==> src/axis_pkg.sv <==
// package with default stream widths, output count and output port indices
`default_nettype none

package axis_pkg;

    // default link widths
    // the top level passes its own values down to every block
    localparam int TDATA_BYTES_DEF = 4;    // bytes per beat
    localparam int TDEST_WIDTH_DEF = 4;
    localparam int TUSER_WIDTH_DEF = 8;    // also the width of one extract code
    localparam int TID_WIDTH_DEF   = 4;

    // the extractor always splits into two streams
    localparam int OUTPUTS = 2;

    // output indices
    localparam int PORT_PASS    = 0;       // packets with no table hit
    localparam int PORT_EXTRACT = 1;       // packets whose first tuser is in the table

endpackage

`default_nettype wire

==> src/axis_skid_buffer.sv <==
// two-entry register slice for one AXI4-Stream link with a flat payload
`timescale 1ns/1ns
`default_nettype none

module axis_skid_buffer #(
    parameter int WIDTH = 8
) (
    input  wire              aclk,
    input  wire              rst,
    // upstream side
    input  wire              in_tvalid,
    output wire              in_tready,
    input  wire  [WIDTH-1:0] in_payload,
    // downstream side
    output wire              out_tvalid,
    input  wire              out_tready,
    output wire  [WIDTH-1:0] out_payload
);

    logic             main_valid;     // main entry drives the output
    logic [WIDTH-1:0] main_data;
    logic             skid_valid;     // beat caught while the output stalled
    logic [WIDTH-1:0] skid_data;
    logic             ready_q;

    logic main_valid_d;
    logic skid_valid_d;
    logic load_from_in;
    logic load_from_skid;
    logic load_skid;
    logic in_fire;

    // ready_q low whenever skid is full, so no beat arrives with the skid entry taken
    assign in_fire = in_tvalid && ready_q;

    always_comb begin
        main_valid_d   = main_valid;
        skid_valid_d   = skid_valid;
        load_from_in   = 1'b0;
        load_from_skid = 1'b0;
        load_skid      = 1'b0;
        if (!main_valid || out_tready) begin
            // main entry is free or drains this cycle
            if (skid_valid) begin
                main_valid_d   = 1'b1;
                skid_valid_d   = 1'b0;
                load_from_skid = 1'b1;  // parked beat goes first
            end else begin
                main_valid_d = in_fire;
                load_from_in = in_fire;
            end
        end else if (in_fire) begin
            skid_valid_d = 1'b1;        // output stalled, park the beat
            load_skid    = 1'b1;
        end
    end

    always_ff @(posedge aclk) begin
        if (rst) begin
            main_valid <= 1'b0;
            skid_valid <= 1'b0;
            ready_q    <= 1'b0;
        end else begin
            main_valid <= main_valid_d;
            skid_valid <= skid_valid_d;
            ready_q    <= !skid_valid_d;    // falls the cycle after the skid fills
        end
    end

    always_ff @(posedge aclk) begin
        if (load_from_skid) begin
            main_data <= skid_data;
        end else if (load_from_in) begin
            main_data <= in_payload;
        end
        if (load_skid) begin
            skid_data <= in_payload;
        end
    end

    assign in_tready   = ready_q;
    assign out_tvalid  = main_valid;
    assign out_payload = main_data;

endmodule

`default_nettype wire

==> src/axis_extract_match.sv <==
// extract table lookup that flags a TUSER code found among the table entries
`timescale 1ns/1ns
`default_nettype none

module axis_extract_match #(
    parameter int PACKETS     = 4,
    parameter int TUSER_WIDTH = axis_pkg::TUSER_WIDTH_DEF,
    parameter logic [PACKETS-1:0][TUSER_WIDTH-1:0] EXTRACT = '0
) (
    input  wire  [TUSER_WIDTH-1:0] tuser,
    output wire                    hit
);

    logic [PACKETS-1:0] entry_hit;    // one equality per table entry

    // every entry is compared in parallel
    always_comb begin
        for (int i = 0; i < PACKETS; i++) begin
            entry_hit[i] = (tuser == EXTRACT[i]);
        end
    end

    // duplicate codes in the table are harmless here
    assign hit = |entry_hit;

endmodule

`default_nettype wire

==> src/axis_extract.sv <==
// packet demultiplexer with first-beat tracking, route hold and the table matcher
`timescale 1ns/1ns
`default_nettype none

module axis_extract #(
    parameter int PACKETS     = 4,
    parameter int TDATA_BYTES = axis_pkg::TDATA_BYTES_DEF,
    parameter int TDEST_WIDTH = axis_pkg::TDEST_WIDTH_DEF,
    parameter int TUSER_WIDTH = axis_pkg::TUSER_WIDTH_DEF,
    parameter int TID_WIDTH   = axis_pkg::TID_WIDTH_DEF,
    parameter logic [PACKETS-1:0][TUSER_WIDTH-1:0] EXTRACT = '0
) (
    input  wire                              aclk,
    input  wire                              rst,
    // input stream
    input  wire                              in_tvalid,
    input  wire                              in_tlast,
    input  wire  [TDATA_BYTES-1:0][7:0]      in_tdata,
    input  wire  [TDATA_BYTES-1:0]           in_tstrb,
    input  wire  [TDATA_BYTES-1:0]           in_tkeep,
    input  wire  [TDEST_WIDTH-1:0]           in_tdest,
    input  wire  [TUSER_WIDTH-1:0]           in_tuser,
    input  wire  [TID_WIDTH-1:0]             in_tid,
    output wire                              in_tready,
    // output streams, payload shared by both
    output logic [axis_pkg::OUTPUTS-1:0]     out_tvalid,
    output wire                              out_tlast,
    output wire  [TDATA_BYTES-1:0][7:0]      out_tdata,
    output wire  [TDATA_BYTES-1:0]           out_tstrb,
    output wire  [TDATA_BYTES-1:0]           out_tkeep,
    output wire  [TDEST_WIDTH-1:0]           out_tdest,
    output wire  [TUSER_WIDTH-1:0]           out_tuser,
    output wire  [TID_WIDTH-1:0]             out_tid,
    input  wire  [axis_pkg::OUTPUTS-1:0]     out_tready
);

    import axis_pkg::*;

    localparam int SEL_WIDTH = $clog2(OUTPUTS);

    logic                 hit;
    logic                 first_q;      // next accepted beat opens a packet
    logic [SEL_WIDTH-1:0] route_q;      // port held until tlast
    logic [SEL_WIDTH-1:0] route;
    logic                 in_fire;

    axis_extract_match #(
        .PACKETS     (PACKETS),
        .TUSER_WIDTH (TUSER_WIDTH),
        .EXTRACT     (EXTRACT)
    ) u_match (
        .tuser (in_tuser),
        .hit   (hit)
    );

    // the lookup only counts on the first beat, later tuser values are ignored
    always_comb begin
        if (first_q) begin
            route = hit ? SEL_WIDTH'(PORT_EXTRACT) : SEL_WIDTH'(PORT_PASS);
        end else begin
            route = route_q;
        end
    end

    always_comb begin
        for (int k = 0; k < OUTPUTS; k++) begin
            out_tvalid[k] = in_tvalid && (route == SEL_WIDTH'(k));
        end
    end

    assign in_tready = out_tready[route];      // only the routed port may stall us
    assign in_fire   = in_tvalid && in_tready;

    always_ff @(posedge aclk) begin
        if (rst) begin
            first_q <= 1'b1;
            route_q <= SEL_WIDTH'(PORT_PASS);
        end else if (in_fire) begin
            first_q <= in_tlast;
            route_q <= route;   // unchanged after the first beat
        end
    end

    assign out_tlast = in_tlast;
    assign out_tdata = in_tdata;
    assign out_tstrb = in_tstrb;
    assign out_tkeep = in_tkeep;
    assign out_tdest = in_tdest;
    assign out_tuser = in_tuser;
    assign out_tid   = in_tid;

endmodule

`default_nettype wire

==> src/axis_extract_top.sv <==
// top level with input slice, packet extractor and one output slice per port
`timescale 1ns/1ns
`default_nettype none

module axis_extract_top #(
    parameter int PACKETS     = 4,
    parameter int TDATA_BYTES = axis_pkg::TDATA_BYTES_DEF,
    parameter int TDEST_WIDTH = axis_pkg::TDEST_WIDTH_DEF,
    parameter int TUSER_WIDTH = axis_pkg::TUSER_WIDTH_DEF,
    parameter int TID_WIDTH   = axis_pkg::TID_WIDTH_DEF,
    parameter logic [PACKETS-1:0][TUSER_WIDTH-1:0] EXTRACT = init_extract()
) (
    input  wire                                               aclk,
    input  wire                                               rst,
    // rx stream
    input  wire                                               rx_tvalid,
    input  wire                                               rx_tlast,
    input  wire  [TDATA_BYTES-1:0][7:0]                       rx_tdata,
    input  wire  [TDATA_BYTES-1:0]                            rx_tstrb,
    input  wire  [TDATA_BYTES-1:0]                            rx_tkeep,
    input  wire  [TDEST_WIDTH-1:0]                            rx_tdest,
    input  wire  [TUSER_WIDTH-1:0]                            rx_tuser,
    input  wire  [TID_WIDTH-1:0]                              rx_tid,
    output wire                                               rx_tready,
    // tx streams, index 0 pass and index 1 extract
    output wire  [axis_pkg::OUTPUTS-1:0]                      tx_tvalid,
    output wire  [axis_pkg::OUTPUTS-1:0]                      tx_tlast,
    output wire  [axis_pkg::OUTPUTS-1:0][TDATA_BYTES-1:0][7:0] tx_tdata,
    output wire  [axis_pkg::OUTPUTS-1:0][TDATA_BYTES-1:0]     tx_tstrb,
    output wire  [axis_pkg::OUTPUTS-1:0][TDATA_BYTES-1:0]     tx_tkeep,
    output wire  [axis_pkg::OUTPUTS-1:0][TDEST_WIDTH-1:0]     tx_tdest,
    output wire  [axis_pkg::OUTPUTS-1:0][TUSER_WIDTH-1:0]     tx_tuser,
    output wire  [axis_pkg::OUTPUTS-1:0][TID_WIDTH-1:0]       tx_tid,
    input  wire  [axis_pkg::OUTPUTS-1:0]                      tx_tready
);

    import axis_pkg::*;

    // tlast, tdata, tstrb, tkeep, tdest, tuser and tid side by side
    localparam int PAYLOAD_WIDTH = 1 + 8 * TDATA_BYTES + 2 * TDATA_BYTES +
                                   TDEST_WIDTH + TUSER_WIDTH + TID_WIDTH;

    // default table holds the codes 0 up to PACKETS-1
    function automatic logic [PACKETS-1:0][TUSER_WIDTH-1:0] init_extract();
        logic [PACKETS-1:0][TUSER_WIDTH-1:0] codes;
        codes = '0;
        for (int i = 0; i < PACKETS; i++) begin
            codes[i] = TUSER_WIDTH'(i);
        end
        return codes;
    endfunction

    logic [PAYLOAD_WIDTH-1:0] rx_payload;

    // between the input slice and the extractor
    logic                     mid_tvalid;
    logic                     mid_tready;
    logic [PAYLOAD_WIDTH-1:0] mid_payload;
    logic                     mid_tlast;
    logic [TDATA_BYTES-1:0][7:0] mid_tdata;
    logic [TDATA_BYTES-1:0]   mid_tstrb;
    logic [TDATA_BYTES-1:0]   mid_tkeep;
    logic [TDEST_WIDTH-1:0]   mid_tdest;
    logic [TUSER_WIDTH-1:0]   mid_tuser;
    logic [TID_WIDTH-1:0]     mid_tid;

    // between the extractor and the output slices
    logic [OUTPUTS-1:0]       ext_tvalid;
    wire  [OUTPUTS-1:0]       ext_tready;
    logic                     ext_tlast;
    logic [TDATA_BYTES-1:0][7:0] ext_tdata;
    logic [TDATA_BYTES-1:0]   ext_tstrb;
    logic [TDATA_BYTES-1:0]   ext_tkeep;
    logic [TDEST_WIDTH-1:0]   ext_tdest;
    logic [TUSER_WIDTH-1:0]   ext_tuser;
    logic [TID_WIDTH-1:0]     ext_tid;
    logic [PAYLOAD_WIDTH-1:0] ext_payload;

    wire  [OUTPUTS-1:0][PAYLOAD_WIDTH-1:0] tx_payload;

    assign rx_payload = {rx_tlast, rx_tdata, rx_tstrb, rx_tkeep, rx_tdest, rx_tuser, rx_tid};

    axis_skid_buffer #(
        .WIDTH (PAYLOAD_WIDTH)
    ) u_rx_slice (
        .aclk        (aclk),
        .rst         (rst),
        .in_tvalid   (rx_tvalid),
        .in_tready   (rx_tready),
        .in_payload  (rx_payload),
        .out_tvalid  (mid_tvalid),
        .out_tready  (mid_tready),
        .out_payload (mid_payload)
    );

    assign {mid_tlast, mid_tdata, mid_tstrb, mid_tkeep, mid_tdest, mid_tuser, mid_tid} =
        mid_payload;

    axis_extract #(
        .PACKETS     (PACKETS),
        .TDATA_BYTES (TDATA_BYTES),
        .TDEST_WIDTH (TDEST_WIDTH),
        .TUSER_WIDTH (TUSER_WIDTH),
        .TID_WIDTH   (TID_WIDTH),
        .EXTRACT     (EXTRACT)
    ) u_extract (
        .aclk       (aclk),
        .rst        (rst),
        .in_tvalid  (mid_tvalid),
        .in_tlast   (mid_tlast),
        .in_tdata   (mid_tdata),
        .in_tstrb   (mid_tstrb),
        .in_tkeep   (mid_tkeep),
        .in_tdest   (mid_tdest),
        .in_tuser   (mid_tuser),
        .in_tid     (mid_tid),
        .in_tready  (mid_tready),
        .out_tvalid (ext_tvalid),
        .out_tlast  (ext_tlast),
        .out_tdata  (ext_tdata),
        .out_tstrb  (ext_tstrb),
        .out_tkeep  (ext_tkeep),
        .out_tdest  (ext_tdest),
        .out_tuser  (ext_tuser),
        .out_tid    (ext_tid),
        .out_tready (ext_tready)
    );

    assign ext_payload = {ext_tlast, ext_tdata, ext_tstrb, ext_tkeep,
                          ext_tdest, ext_tuser, ext_tid};

    // both slices see the same payload, tvalid decides which one takes it
    axis_skid_buffer #(
        .WIDTH (PAYLOAD_WIDTH)
    ) u_tx_slice [OUTPUTS-1:0] (
        .aclk        (aclk),
        .rst         (rst),
        .in_tvalid   (ext_tvalid),
        .in_tready   (ext_tready),
        .in_payload  ({OUTPUTS{ext_payload}}),
        .out_tvalid  (tx_tvalid),
        .out_tready  (tx_tready),
        .out_payload (tx_payload)
    );

    genvar k;
    generate
        for (k = 0; k < OUTPUTS; k++) begin : g_tx_unpack
            assign {tx_tlast[k], tx_tdata[k], tx_tstrb[k], tx_tkeep[k],
                    tx_tdest[k], tx_tuser[k], tx_tid[k]} = tx_payload[k];
        end
    endgenerate

endmodule

`default_nettype wire

==> config.mk <==
export PLATFORM = sky130hd
export DESIGN_NAME = axis_extract_top
export DESIGN_NICKNAME = d
export VERILOG_FILES = /design/src/axis_pkg.sv /design/src/axis_skid_buffer.sv /design/src/axis_extract_match.sv /design/src/axis_extract.sv /design/src/axis_extract_top.sv
export SDC_FILE = /design/constraint.sdc
export NUM_CORES = 1
export LEC_CHECK = 0
export BUFFER_PORTS_ARGS = -buffer_cell sky130_fd_sc_hd__clkbuf_2
export CAP_MARGIN = 10
export CORE_UTILIZATION = 40
export DETAILED_ROUTE_END_ITERATION = 6
export GPL_TIMING_DRIVEN = 0
export MAX_ROUTING_LAYER = met4
export PLACE_DENSITY_LB_ADDON = 0.15
export SLEW_MARGIN = 20
export SYNTH_ARGS = -nofsm -noshare
export SYNTH_HDL_FRONTEND = slang
export SYNTH_SLANG_ARGS = --single-unit
==> constraint.sdc <==
create_clock -name aclk -period 6.07 [get_ports aclk]
set_input_delay 0.3035 -clock aclk [delete_from_list [all_inputs] [get_ports aclk]]
set_output_delay 0.3035 -clock aclk [all_outputs]
set_load 0.01 [all_outputs]
==> results.cfg, run 1 <==
[floorplan]
die_h_um = 182
die_area_mm2 = 0.0331
ios = 179
core-area_mm2 = 0.0317
num_rows = 65
initial_core_util_pct = 40.8
die_w_um = 182

[clock_network]
numClockSinks = 353
cts_buffer_depth = 3
htreeDepth = 2
postCtsSetupBuffers = 0
cts_buffers = 38
cts_resized = 0
clockRootBuffer = clkbuf_16
insertion_delay_ns = 0.52
tritoncts = built
cts.hold.buffers_added = 52
clkTransAtPathRegs_ns = 0.06

[grt]
grt_max_degree = 32
antenna_found_initial = 1
grt_pass1_wl_um = 40300
grt_pass1_vias = 6924
grt-ovfl-total = 0
track_usage_pct = 16.7

[drt]
drc_errors = 0
via_count = 6361
ant_nets = 0
vias_per_cell = 4.85
wl_per_cell_um = 20.2
drt-total-wl_um = 26400
initialDrtViolationCount = 221
first_pass_iters = 6

[sta]
grt_setup_unrepaired = false
hold_viol = 0
layout_min_cycle_time_ns = 2.99
max_freq_mhz = 335
clock-skew-final_ns = 0.0232
worst_pin_slew_ns = 0.882
maxSlewViolCount = 0
min_period_over_period_pct = 49.2
holdWs_ns = 0.0202
relSlewSlack_pct = 41.2
fin_ws_ns = 3.08
setup_viol = 0

[worst_setup_path]
cp_top_family = simple AND/OR/NAND/NOR gates
cp.arrival_ns = 3.18
crit_fanout = 31
slowest_delay_ns = 0.61
path_buf_inv = 1
path_cells = or4_4 -> o21a_1 -> o211ai_1 -> and2_4 -> buf_12
rrSetupSlack_ns = 3.08
r2r-start = u_rx_slice.out_payload[9]
cp.depth = 5
r2r_cells = 5
critPathKind = flop to flop
crit_start = u_rx_slice.out_payload[9]
reg2reg_to = u_rx_slice.out_payload[48]
cp_slowest_cell = or4_4
cp-start-kind = flop
critPathRequiredTime_ns = 6.26
endpoint_kind = flop

[placement]
place_inst = 1189
pre_cts_slack_ns = 3.06
port_buffers = 177
dpl.hpwl_um = 17300
place_congestion = 0.758

[flow_run]
max-cap-violations = 0

[yosys]
synth_nets = 655
synth.top_cell.area_share_pct = 79.3
synth_seq_cells = 353
yosys_warnings = 0
netlist_area_mm2 = 0.0129
yosysSeqAreaShare_pct = 81.0
avgSynthCellArea_um2 = 21.8
netlist_instances = 593
yosysTopAreaCell = edfxtp_1
synth_cell_type_count = 26
synthTopCellsByArea = edfxtp_1 (79%), mux2_2 (9.9%), mux2_4 (3.5%)

[final_layout]
drive_above_1_share_pct = 43.7
mostFrequentLayoutCells = edfxtp_1 (342), clkbuf_2 (177), mux2_2 (114)
nets = 941
layout.cells.non_filler = 1311
layout_commonest_cell = edfxtp_1
syn2layout_area_growth_pct = 27.2

[power_and_ir_drop]
powerDensity_mw_per_mm2 = 304
leakage_nw = 5.92
irDropWorstVdd_mv = 0.181

[status]
status = complete, no violations

[worst_hold_path]
min_from = rx_tlast
whs_endpoint = u_rx_slice.skid_data[56]
hold_class = input port to flop
min_path_cells = 1
-- where the power goes --
group          switching (mW)  leakage, nW  internal [mW]
logic                  0.0741         2.19         0.0993
clock network           0.867        0.546           1.24
registers              0.0241         3.19           2.71
total                   0.965         5.92           4.05
-- state kept, by name (all words and copies together) (netlist names) --
signal                  cells
u_rx_slice.in_tready        1
u_rx_slice.out_payload     57
u_extract.route_q           1
u_rx_slice.skid_valid       1
u_tx_slice.out_payload    114
u_tx_slice.skid_valid       2
u_tx_slice.in_tready        2
u_rx_slice.out_tvalid       1
u_rx_slice.skid_data       57
u_tx_slice.out_tvalid       2
u_extract.first_q           1
u_tx_slice.skid_data      114
-- layout make-up --
cell class	count	area [µm²]
Antenna cell	1	2.50
Fill cell	2567	15200
Clock inverter	9	36.3
Inverter	5	18.8
Clock buffer	60	1100
Buffer	21	150
Tap cell	402	503
Multi-Input combinational cell	214	2330
Timing Repair Buffer	246	1840
Sequential cell	353	10500
-- cells in the mapped netlist, drive strengths merged --
cell and count:
mux2i 1, nand2 8, inv 5, nor3 3, and2 2, mux2 171, nand3 1, o21ai 2
or4 1, buf 9, o221ai 1, or3b 1, dfxtp 11, edfxtp 342, o21a 4, o211ai 4
nand2b 1, a31oi 1, clkbuf 12, nor2 5, a21oi 8
-- how the worst max path moves through the flow --
stage | to | slack, ns
global route | u_tx_slice[1].out_payload[55] | 2.93
global placement | u_tx_slice[1].out_payload[48] | -1.38
CTS | u_rx_slice.out_payload[34] | 3.04
finish | u_rx_slice.out_payload[48] | 3.08
detailed placement | u_rx_slice.out_payload[48] | 3.06
floorplan | u_tx_slice[1].out_payload[0] | 1.43
-- routing by layer --
metal	share of wire, %	up-vias	global-route usage [%]
met1	42	3206	19.9
met4	2.7	0	6.22
met2	51	168	28.5
met3	4.2	50	2.99
li1	-	2937	-
met5	0	-	-
-- cells by family after synthesis --
logic type | share of synthesized area [%]
AO/OA/AOI/OAI | 1.01
buffers and inverters | 1.30
flip-flops | 81.0
multiplexers | 15.8
AND/OR/NAND/NOR | 0.831
-- worst reg2reg max path: cells and delay by family, from the launching register on --
| family | cells | cell delay, ns |
|---|---|---|
| AO/OA/AOI/OAI | 2 | 0.73 |
| buffers and inverters | 1 | 0.28 |
| flip-flops | 1 | 0.44 |
| AND/OR/NAND/NOR | 2 | 1.18 |
-- metrics by stage --
stage               power (mW)  setup TNS, ns  utilization, %  cell area [µm²]
global route              5.19              0            51.9            16500
global placement          2.92        -159.32            45.2            14300
detailed placement        2.94              0            46.7            14800
CTS                       5.09              0            51.9            16500
floorplan                 2.86              0               -            12900
finish                    5.02              0            51.9            16500
(Power assumes the default switching activity.)
==> run 2, diff against run 1 <==
- ABC_AREA: default -> 1
- clock period: 6.07 -> 2.8 ns (I/O delays scaled with it)
==> results.cfg, run 2 <==
[grt]
grt_most_used_layer = met2
antenna_found_initial = 0
met1_usage_pct = 23.7
grt-ovfl-total = 0
track_usage_pct = 17.5
grtUsageMet3_pct = 3.01
grt_pass1_wl_um = 42200
grt.met2_usage_pct = 27.5
grt_pass1_vias = 7055
grt_max_degree = 27

[clock_network]
cts_buffer_depth = 3
htreeDepth = 2
insertion_delay_ns = 0.53
clockRootBuffer = clkbuf_16
tritoncts = built
cts_buffers = 40
clkTransAtPathRegs_ns = 0.06
cts_resized = 0
numClockSinks = 353

[final_layout]
nets = 1101
finish.utilization_pct = 52.8
seqCellArea_mm2 = 0.0105
layout_commonest_cell = edfxtp_1
fillers = 2659
multi_input_area_mm2 = 0.00224
diodes = 0
drive_above_1_share_pct = 36.3
mostFrequentLayoutCells = edfxtp_1 (342), clkbuf_2 (177), nand2_1 (128)
syn2layout_area_growth_pct = 29.3

[sta]
max_freq_mhz = 389
layout_min_cycle_time_ns = 2.57
relSlewSlack_pct = 54.9
hold_viol = 0
setup_viol = 0
clock-skew-final_ns = 0.0263
grt_setup_unrepaired = false
fin_setup_tns_ns = 0
min_period_over_period_pct = 91.7
worst_pin_slew_ns = 0.676
maxSlewViolCount = 0

[worst_setup_path]
cp_top_family = simple AND/OR/NAND/NOR gates
crit_fanout = 26
endpoint_kind = flop
cp-start-kind = flop
critPathMostFrequentCell = nand2_1
cp_slowest_cell = nor2_4
slowest_delay_ns = 0.54
cp.arrival_ns = 2.79
critPathKind = flop to flop
critPathRequiredTime_ns = 3.02
path_buf_inv = 3
path_cells = inv_1 -> nand2_1 -> nor2_1 -> nand2_1 -> nand3_1 -> nand3_4 -> buf_2 -> nor2_4 -> buf_12

[power_and_ir_drop]
clkPwrFrac_pct = 44.8
irDropWorstVdd_mv = 0.432
switchingPower_mw = 2.26
power_frac_comb_pct = 3.5
seqPwrFrac_pct = 51.7
leakage_nw = 6.24
p_int_mw = 9.21
powerDensity_mw_per_mm2 = 685
p_sw_share_pct = 19.7

[yosys]
yosysMostFrequentCell = edfxtp_1
synth_seq_cells = 353
synthAdderAreaFrac_pct = 0
synth_cell_type_count = 21
netlist_top_cells_count = edfxtp_1 (342), nand2_1 (128), mux2_2 (104), nand3_1 (61), nor2_1 (19)
synthTopCellsByArea = edfxtp_1 (79%), mux2_2 (9.0%), nand2_1 (3.7%)
yosysSeqAreaShare_pct = 81.0
synth-compound-area-share_pct = 0.821
synth_edf_count = 342
yosysTopAreaCell = edfxtp_1
synthFlopType = edfxtp_1
netlist_area_mm2 = 0.0130
avgSynthCellArea_um2 = 17.5
synth_top_family_by_area = multiplexers
synth_nets = 804
synthArstFlopShare_pct = 0
netlist_instances = 742
synth-xor-area-share_pct = 0
synthSimpleGateAreaFrac_pct = 7.02
synth.top_cell.area_share_pct = 79.3
synth.mux.area_fraction_pct = 9.04
yosys_warnings = 0

[floorplan]
die_area_mm2 = 0.0331
die_h_um = 182
num_rows = 65
initial_core_util_pct = 40.8
ios = 179
core-area_mm2 = 0.0317
die_w_um = 182

[drt]
drc_errors = 0
ant_nets = 0
first_pass_iters = 5
via_count = 7091
vias_per_cell = 4.82
wl_per_cell_um = 19.0
initialDrtViolationCount = 392
drt-total-wl_um = 27900

[flow_run]
max-cap-violations = 0

[placement]
dpl.hpwl_um = 18200
place_congestion = 0.742
port_buffers = 177

[worst_hold_path]
hold_class = input port to flop

[status]
status = complete, no violations
## run 2: changes by cell type in the layout (fill, tap and decap cells not counted), sizes merged, moves of 3 or more
cell and delta:
dlygate4sd3 +9, nand2 +123, nor2 +14, clkbuf -5
a21oi +8, o21a -4, nand3 +61, inv +13
bufinv +3, mux2 -67, buf +17, o211ai -4
## run 2: cell families after synthesis
group / count (synthesis)
flops: 353
simple gates: 215
mux: 104
buf+inv: 50
compound gates: 20
## run 2: final timing paths
check | startpoint | end | slack [ns] | depth (start not counted)
hold reg to reg | u_extract.route_q | u_extract.route_q | 0.46 | 2
setup / recovery | u_rx_slice.out_payload[9] | u_rx_slice.skid_data[42] | 0.23 | 9
hold / removal | rx_tvalid | u_rx_slice.out_tvalid | 0.04 | 3
setup reg to reg | u_rx_slice.out_payload[9] | u_rx_slice.skid_data[42] | 0.23 | 9
## run 2: through the flow
| stage | power, mW | setup WS, ns | cells | area, µm² | hold slack (ns) |
|---|---|---|---|---|---|
| finish | 11.5 | 0.231 | 1472 | 16700 | 0.0409 |
| global route | 11.8 | 0.0543 | 1472 | 16700 | 0.0889 |
| CTS | 11.6 | 0.179 | 1472 | 16700 | 0.0245 |
| detailed placement | 6.38 | 0.207 | 1338 | 14800 | 0.335 |
| global placement | 6.34 | -1.68 | 1321 | 14400 | 0.334 |
| floorplan | 6.20 | -0.203 | 742 | 13000 | 0.239 |
## run 2: per-layer routing
metal  up-vias  part of all wire [%]  routed length, µm
met5         -                     0                  0
met4         0                   1.9                535
met3        44                   4.7               1300
met2       199                    46              13000
met1      3483                    47              13100
li1       3365                     -                  -
## run 2: repair_timing
item,CTS,global route
endpoints found under the hold margin,117,0
hold buffers,61,0
setup endpoints to repair,0,0
buffers inserted,0,0
## run 2: layout make-up
class / instances / share of cell area, %
clock buffer: 60 / 6.86
inverter: 17 / 0.381
buffer: 33 / 1.26
clock inverter: 13 / 0.897
sequential: 353 / 62.7
timing repair buffer: 255 / 11.6
multi-input combinational: 339 / 13.4
tap: 402 / 3.00
## run 2: tightest hold or removal path, delay by kind of cell
kind	cells	cell delay [ns]
AO/OA/AOI/OAI	2	0.29
buffers and inverters	1	0.09
## run 2: power groups by stage
stage | clock network (mW) | registers [mW] | logic [mW]
2_1_floorplan | 0 | 6.04 | 0.156
3_3_place_gp | 0 | 6.05 | 0.293
3_5_place_dp | 0 | 6.05 | 0.331
4_1_cts | 5.27 | 5.94 | 0.403
5_1_grt | 5.46 | 5.94 | 0.436
6_report | 5.14 | 5.94 | 0.397
==> run 3, diff against run 2 <==
- CTS_CLUSTER_SIZE: default -> 14
- GPL_TIMING_DRIVEN: 0 -> default
- SYNTH_HIERARCHICAL: default -> 1
==> results.cfg, run 3 <==
[sta]
hold_viol = 0
fin_setup_tns_ns = 0
fin_ws_ns = 0.350
maxSlewViolCount = 0
min_period_over_period_pct = 87.5
max_freq_mhz = 408
relSlewSlack_pct = 47.0
grt_setup_unrepaired = false
setup_viol = 0
layout_min_cycle_time_ns = 2.45
worst_pin_slew_ns = 0.795
holdWs_ns = 0.208
clock-skew-final_ns = 0.0170

[floorplan]
initial_core_util_pct = 40.9
die_w_um = 188
num_rows = 67
core-area_mm2 = 0.0337
ios = 179
die_area_mm2 = 0.0352
die_h_um = 188

[drt]
ant_nets = 0
drt-total-wl_um = 30800
via_count = 8262
first_pass_iters = 5
initialDrtViolationCount = 491
wl_per_cell_um = 17.9
vias_per_cell = 4.80
drc_errors = 0

[power_and_ir_drop]
leakage_nw = 6.55
p_int_mw = 8.98
clkPwrFrac_pct = 43.3
seqPwrFrac_pct = 53.2
irDropWorstVdd_mv = 0.479
p_sw_share_pct = 19.7
power_frac_comb_pct = 3.5
total_power_mw = 11.2
powerDensity_mw_per_mm2 = 674
switchingPower_mw = 2.20

[grt]
grt_pass1_vias = 8126
grt-ovfl-total = 0
track_usage_pct = 18.0
grt_pass1_wl_um = 46900
grt_max_degree = 58
antenna_found_initial = 0

[yosys]
netlist_instances = 1055
synthArstFlopShare_pct = 0
synthSimpleGateAreaFrac_pct = 17.2
synth_edf_count = 342
yosys_warnings = 6
yosysMostFrequentCell = nand2_1
netlist_area_mm2 = 0.0138
synthFlopType = edfxtp_1
synthTopCellsByArea = edfxtp_1 (75%), nand2_1 (9.9%), nand3_1 (6.2%)
synth_nets = 1117
synth-xor-area-share_pct = 0
netlist_top_cells_count = nand2_1 (362), edfxtp_1 (342), nand3_1 (171), buf_4 (66), buf_2 (30)
synth_top_family_by_area = simple AND/OR/NAND/NOR gates
synth_cell_type_count = 19
yosysSeqAreaShare_pct = 76.2
synth.top_cell.area_share_pct = 74.6
synth_seq_cells = 353
synth-compound-area-share_pct = 0.273
synthAdderAreaFrac_pct = 0
synth.mux.area_fraction_pct = 0
yosysTopAreaCell = edfxtp_1
avgSynthCellArea_um2 = 13.1

[placement]
port_buffers = 178
pre_cts_slack_ns = 0.326
dpl.hpwl_um = 18800
place_congestion = 0.748

[clock_network]
cts_buffer_depth = 3
clkTransAtPathRegs_ns = 0.06
cts_buffers = 38
numClockSinks = 353
clockRootBuffer = clkbuf_16
htreeDepth = 2
insertion_delay_ns = 0.51
tritoncts = built

[final_layout]
nets = 1307
drive_above_1_share_pct = 21.9
layout_commonest_cell = nand2_1
mostFrequentLayoutCells = nand2_1 (359), edfxtp_1 (342), clkbuf_2 (178)
syn2layout_area_growth_pct = 20.3
diodes = 0
finish.utilization_pct = 49.2

[worst_setup_path]
endpoint_kind = flop
critPathKind = flop to flop
r2r_cells = 10
cp.arrival_ns = 2.61
crit_fanout = 31
critPathRequiredTime_ns = 2.96
cp-start-kind = flop

[worst_hold_path]
hold_class = input port to flop
min_path_cells = 5

[status]
status = complete, no violations

[flow_run]
max-cap-violations = 0
run 3: cell count changes in the layout (fill, tap and decap cells not counted), moves of 4 or more:
cell / delta
nand2_1: +231
nand3_1: +110
mux2_2: -104
buf_16: -13
a21oi_1: -11
clkbuf_1: -11
buf_2: -9
buf_4: +8
nand2_4: +6
clkinv_2: +5
buf_6: -4
run 3: worst max-delay path, stage by stage (launching register included):
cell	delay, ns
edfxtp_1	0.43
or2_1	0.25
nor2_1	0.17
nand2_2	0.09
nand3_2	0.10
and2_1	0.14
inv_1	0.07
nand2_4	0.21
nand2_1	0.14
clkinvlp_4	0.09
buf_4	0.37
run 3: final timing paths:
check | start | to | slack, ns
min | rx_tvalid | u_rx_slice/skid_valid | 0.21
max reg2reg | u_rx_slice/out_payload[9] | u_rx_slice/out_payload[51] | 0.35
min reg2reg | u_tx_slice[1]/in_tready | u_extract/route_q | 0.49
max | u_rx_slice/out_payload[9] | u_rx_slice/out_payload[51] | 0.35
run 3: logic make-up after synthesis:
| group | count (synthesis) |
|---|---|
| buf+inv | 132 |
| flops | 353 |
| simple gates | 564 |
| compound gates | 6 |
run 3: power groups by stage:
stage / clock (mW) / sequential (mW) / combinational (mW)
2_1_floorplan: 0 / 6.03 / 0.232
3_3_place_gp: 0 / 6.05 / 0.329
3_5_place_dp: 0 / 6.06 / 0.332
4_1_cts: 4.97 / 5.94 / 0.399
5_1_grt: 5.18 / 5.95 / 0.438
6_report: 4.84 / 5.94 / 0.390
run 3: layout make-up:
type                       count  area [µm²]
clock buffer                  55        1110
clock inverter                12         108
fill                        3014       17100
inverter                      18        73.8
multi-input combinational    570        2470
sequential                   353       10500
tap                          448         561
timing repair buffer         264        1750
run 3: through the flow:
step                      instances  area, µm²
after floorplan                1055      13800
after global placement         1592      14800
after detailed placement       1592      14800
after CTS                      1720      16600
after global routing           1720      16600
final                          1720      16600
run 3: repair_timing:
item / 4_1_cts / 5_1_grt
resized for setup: 0 / 0
hold endpoints to repair: 123 / 0
hold buffers: 61 / 0
setup buffers: 0 / 0
run 3: metal layers:
layer	global-route usage, %	vias up	part of all wire (%)	wire length, µm
met3	3.09	40	5.1	1570
li1	-	3992	-	-
met1	23.6	3981	45	13800
met5	-	-	0	0
met2	28.6	249	48	14700
met4	5.57	0	2.1	654
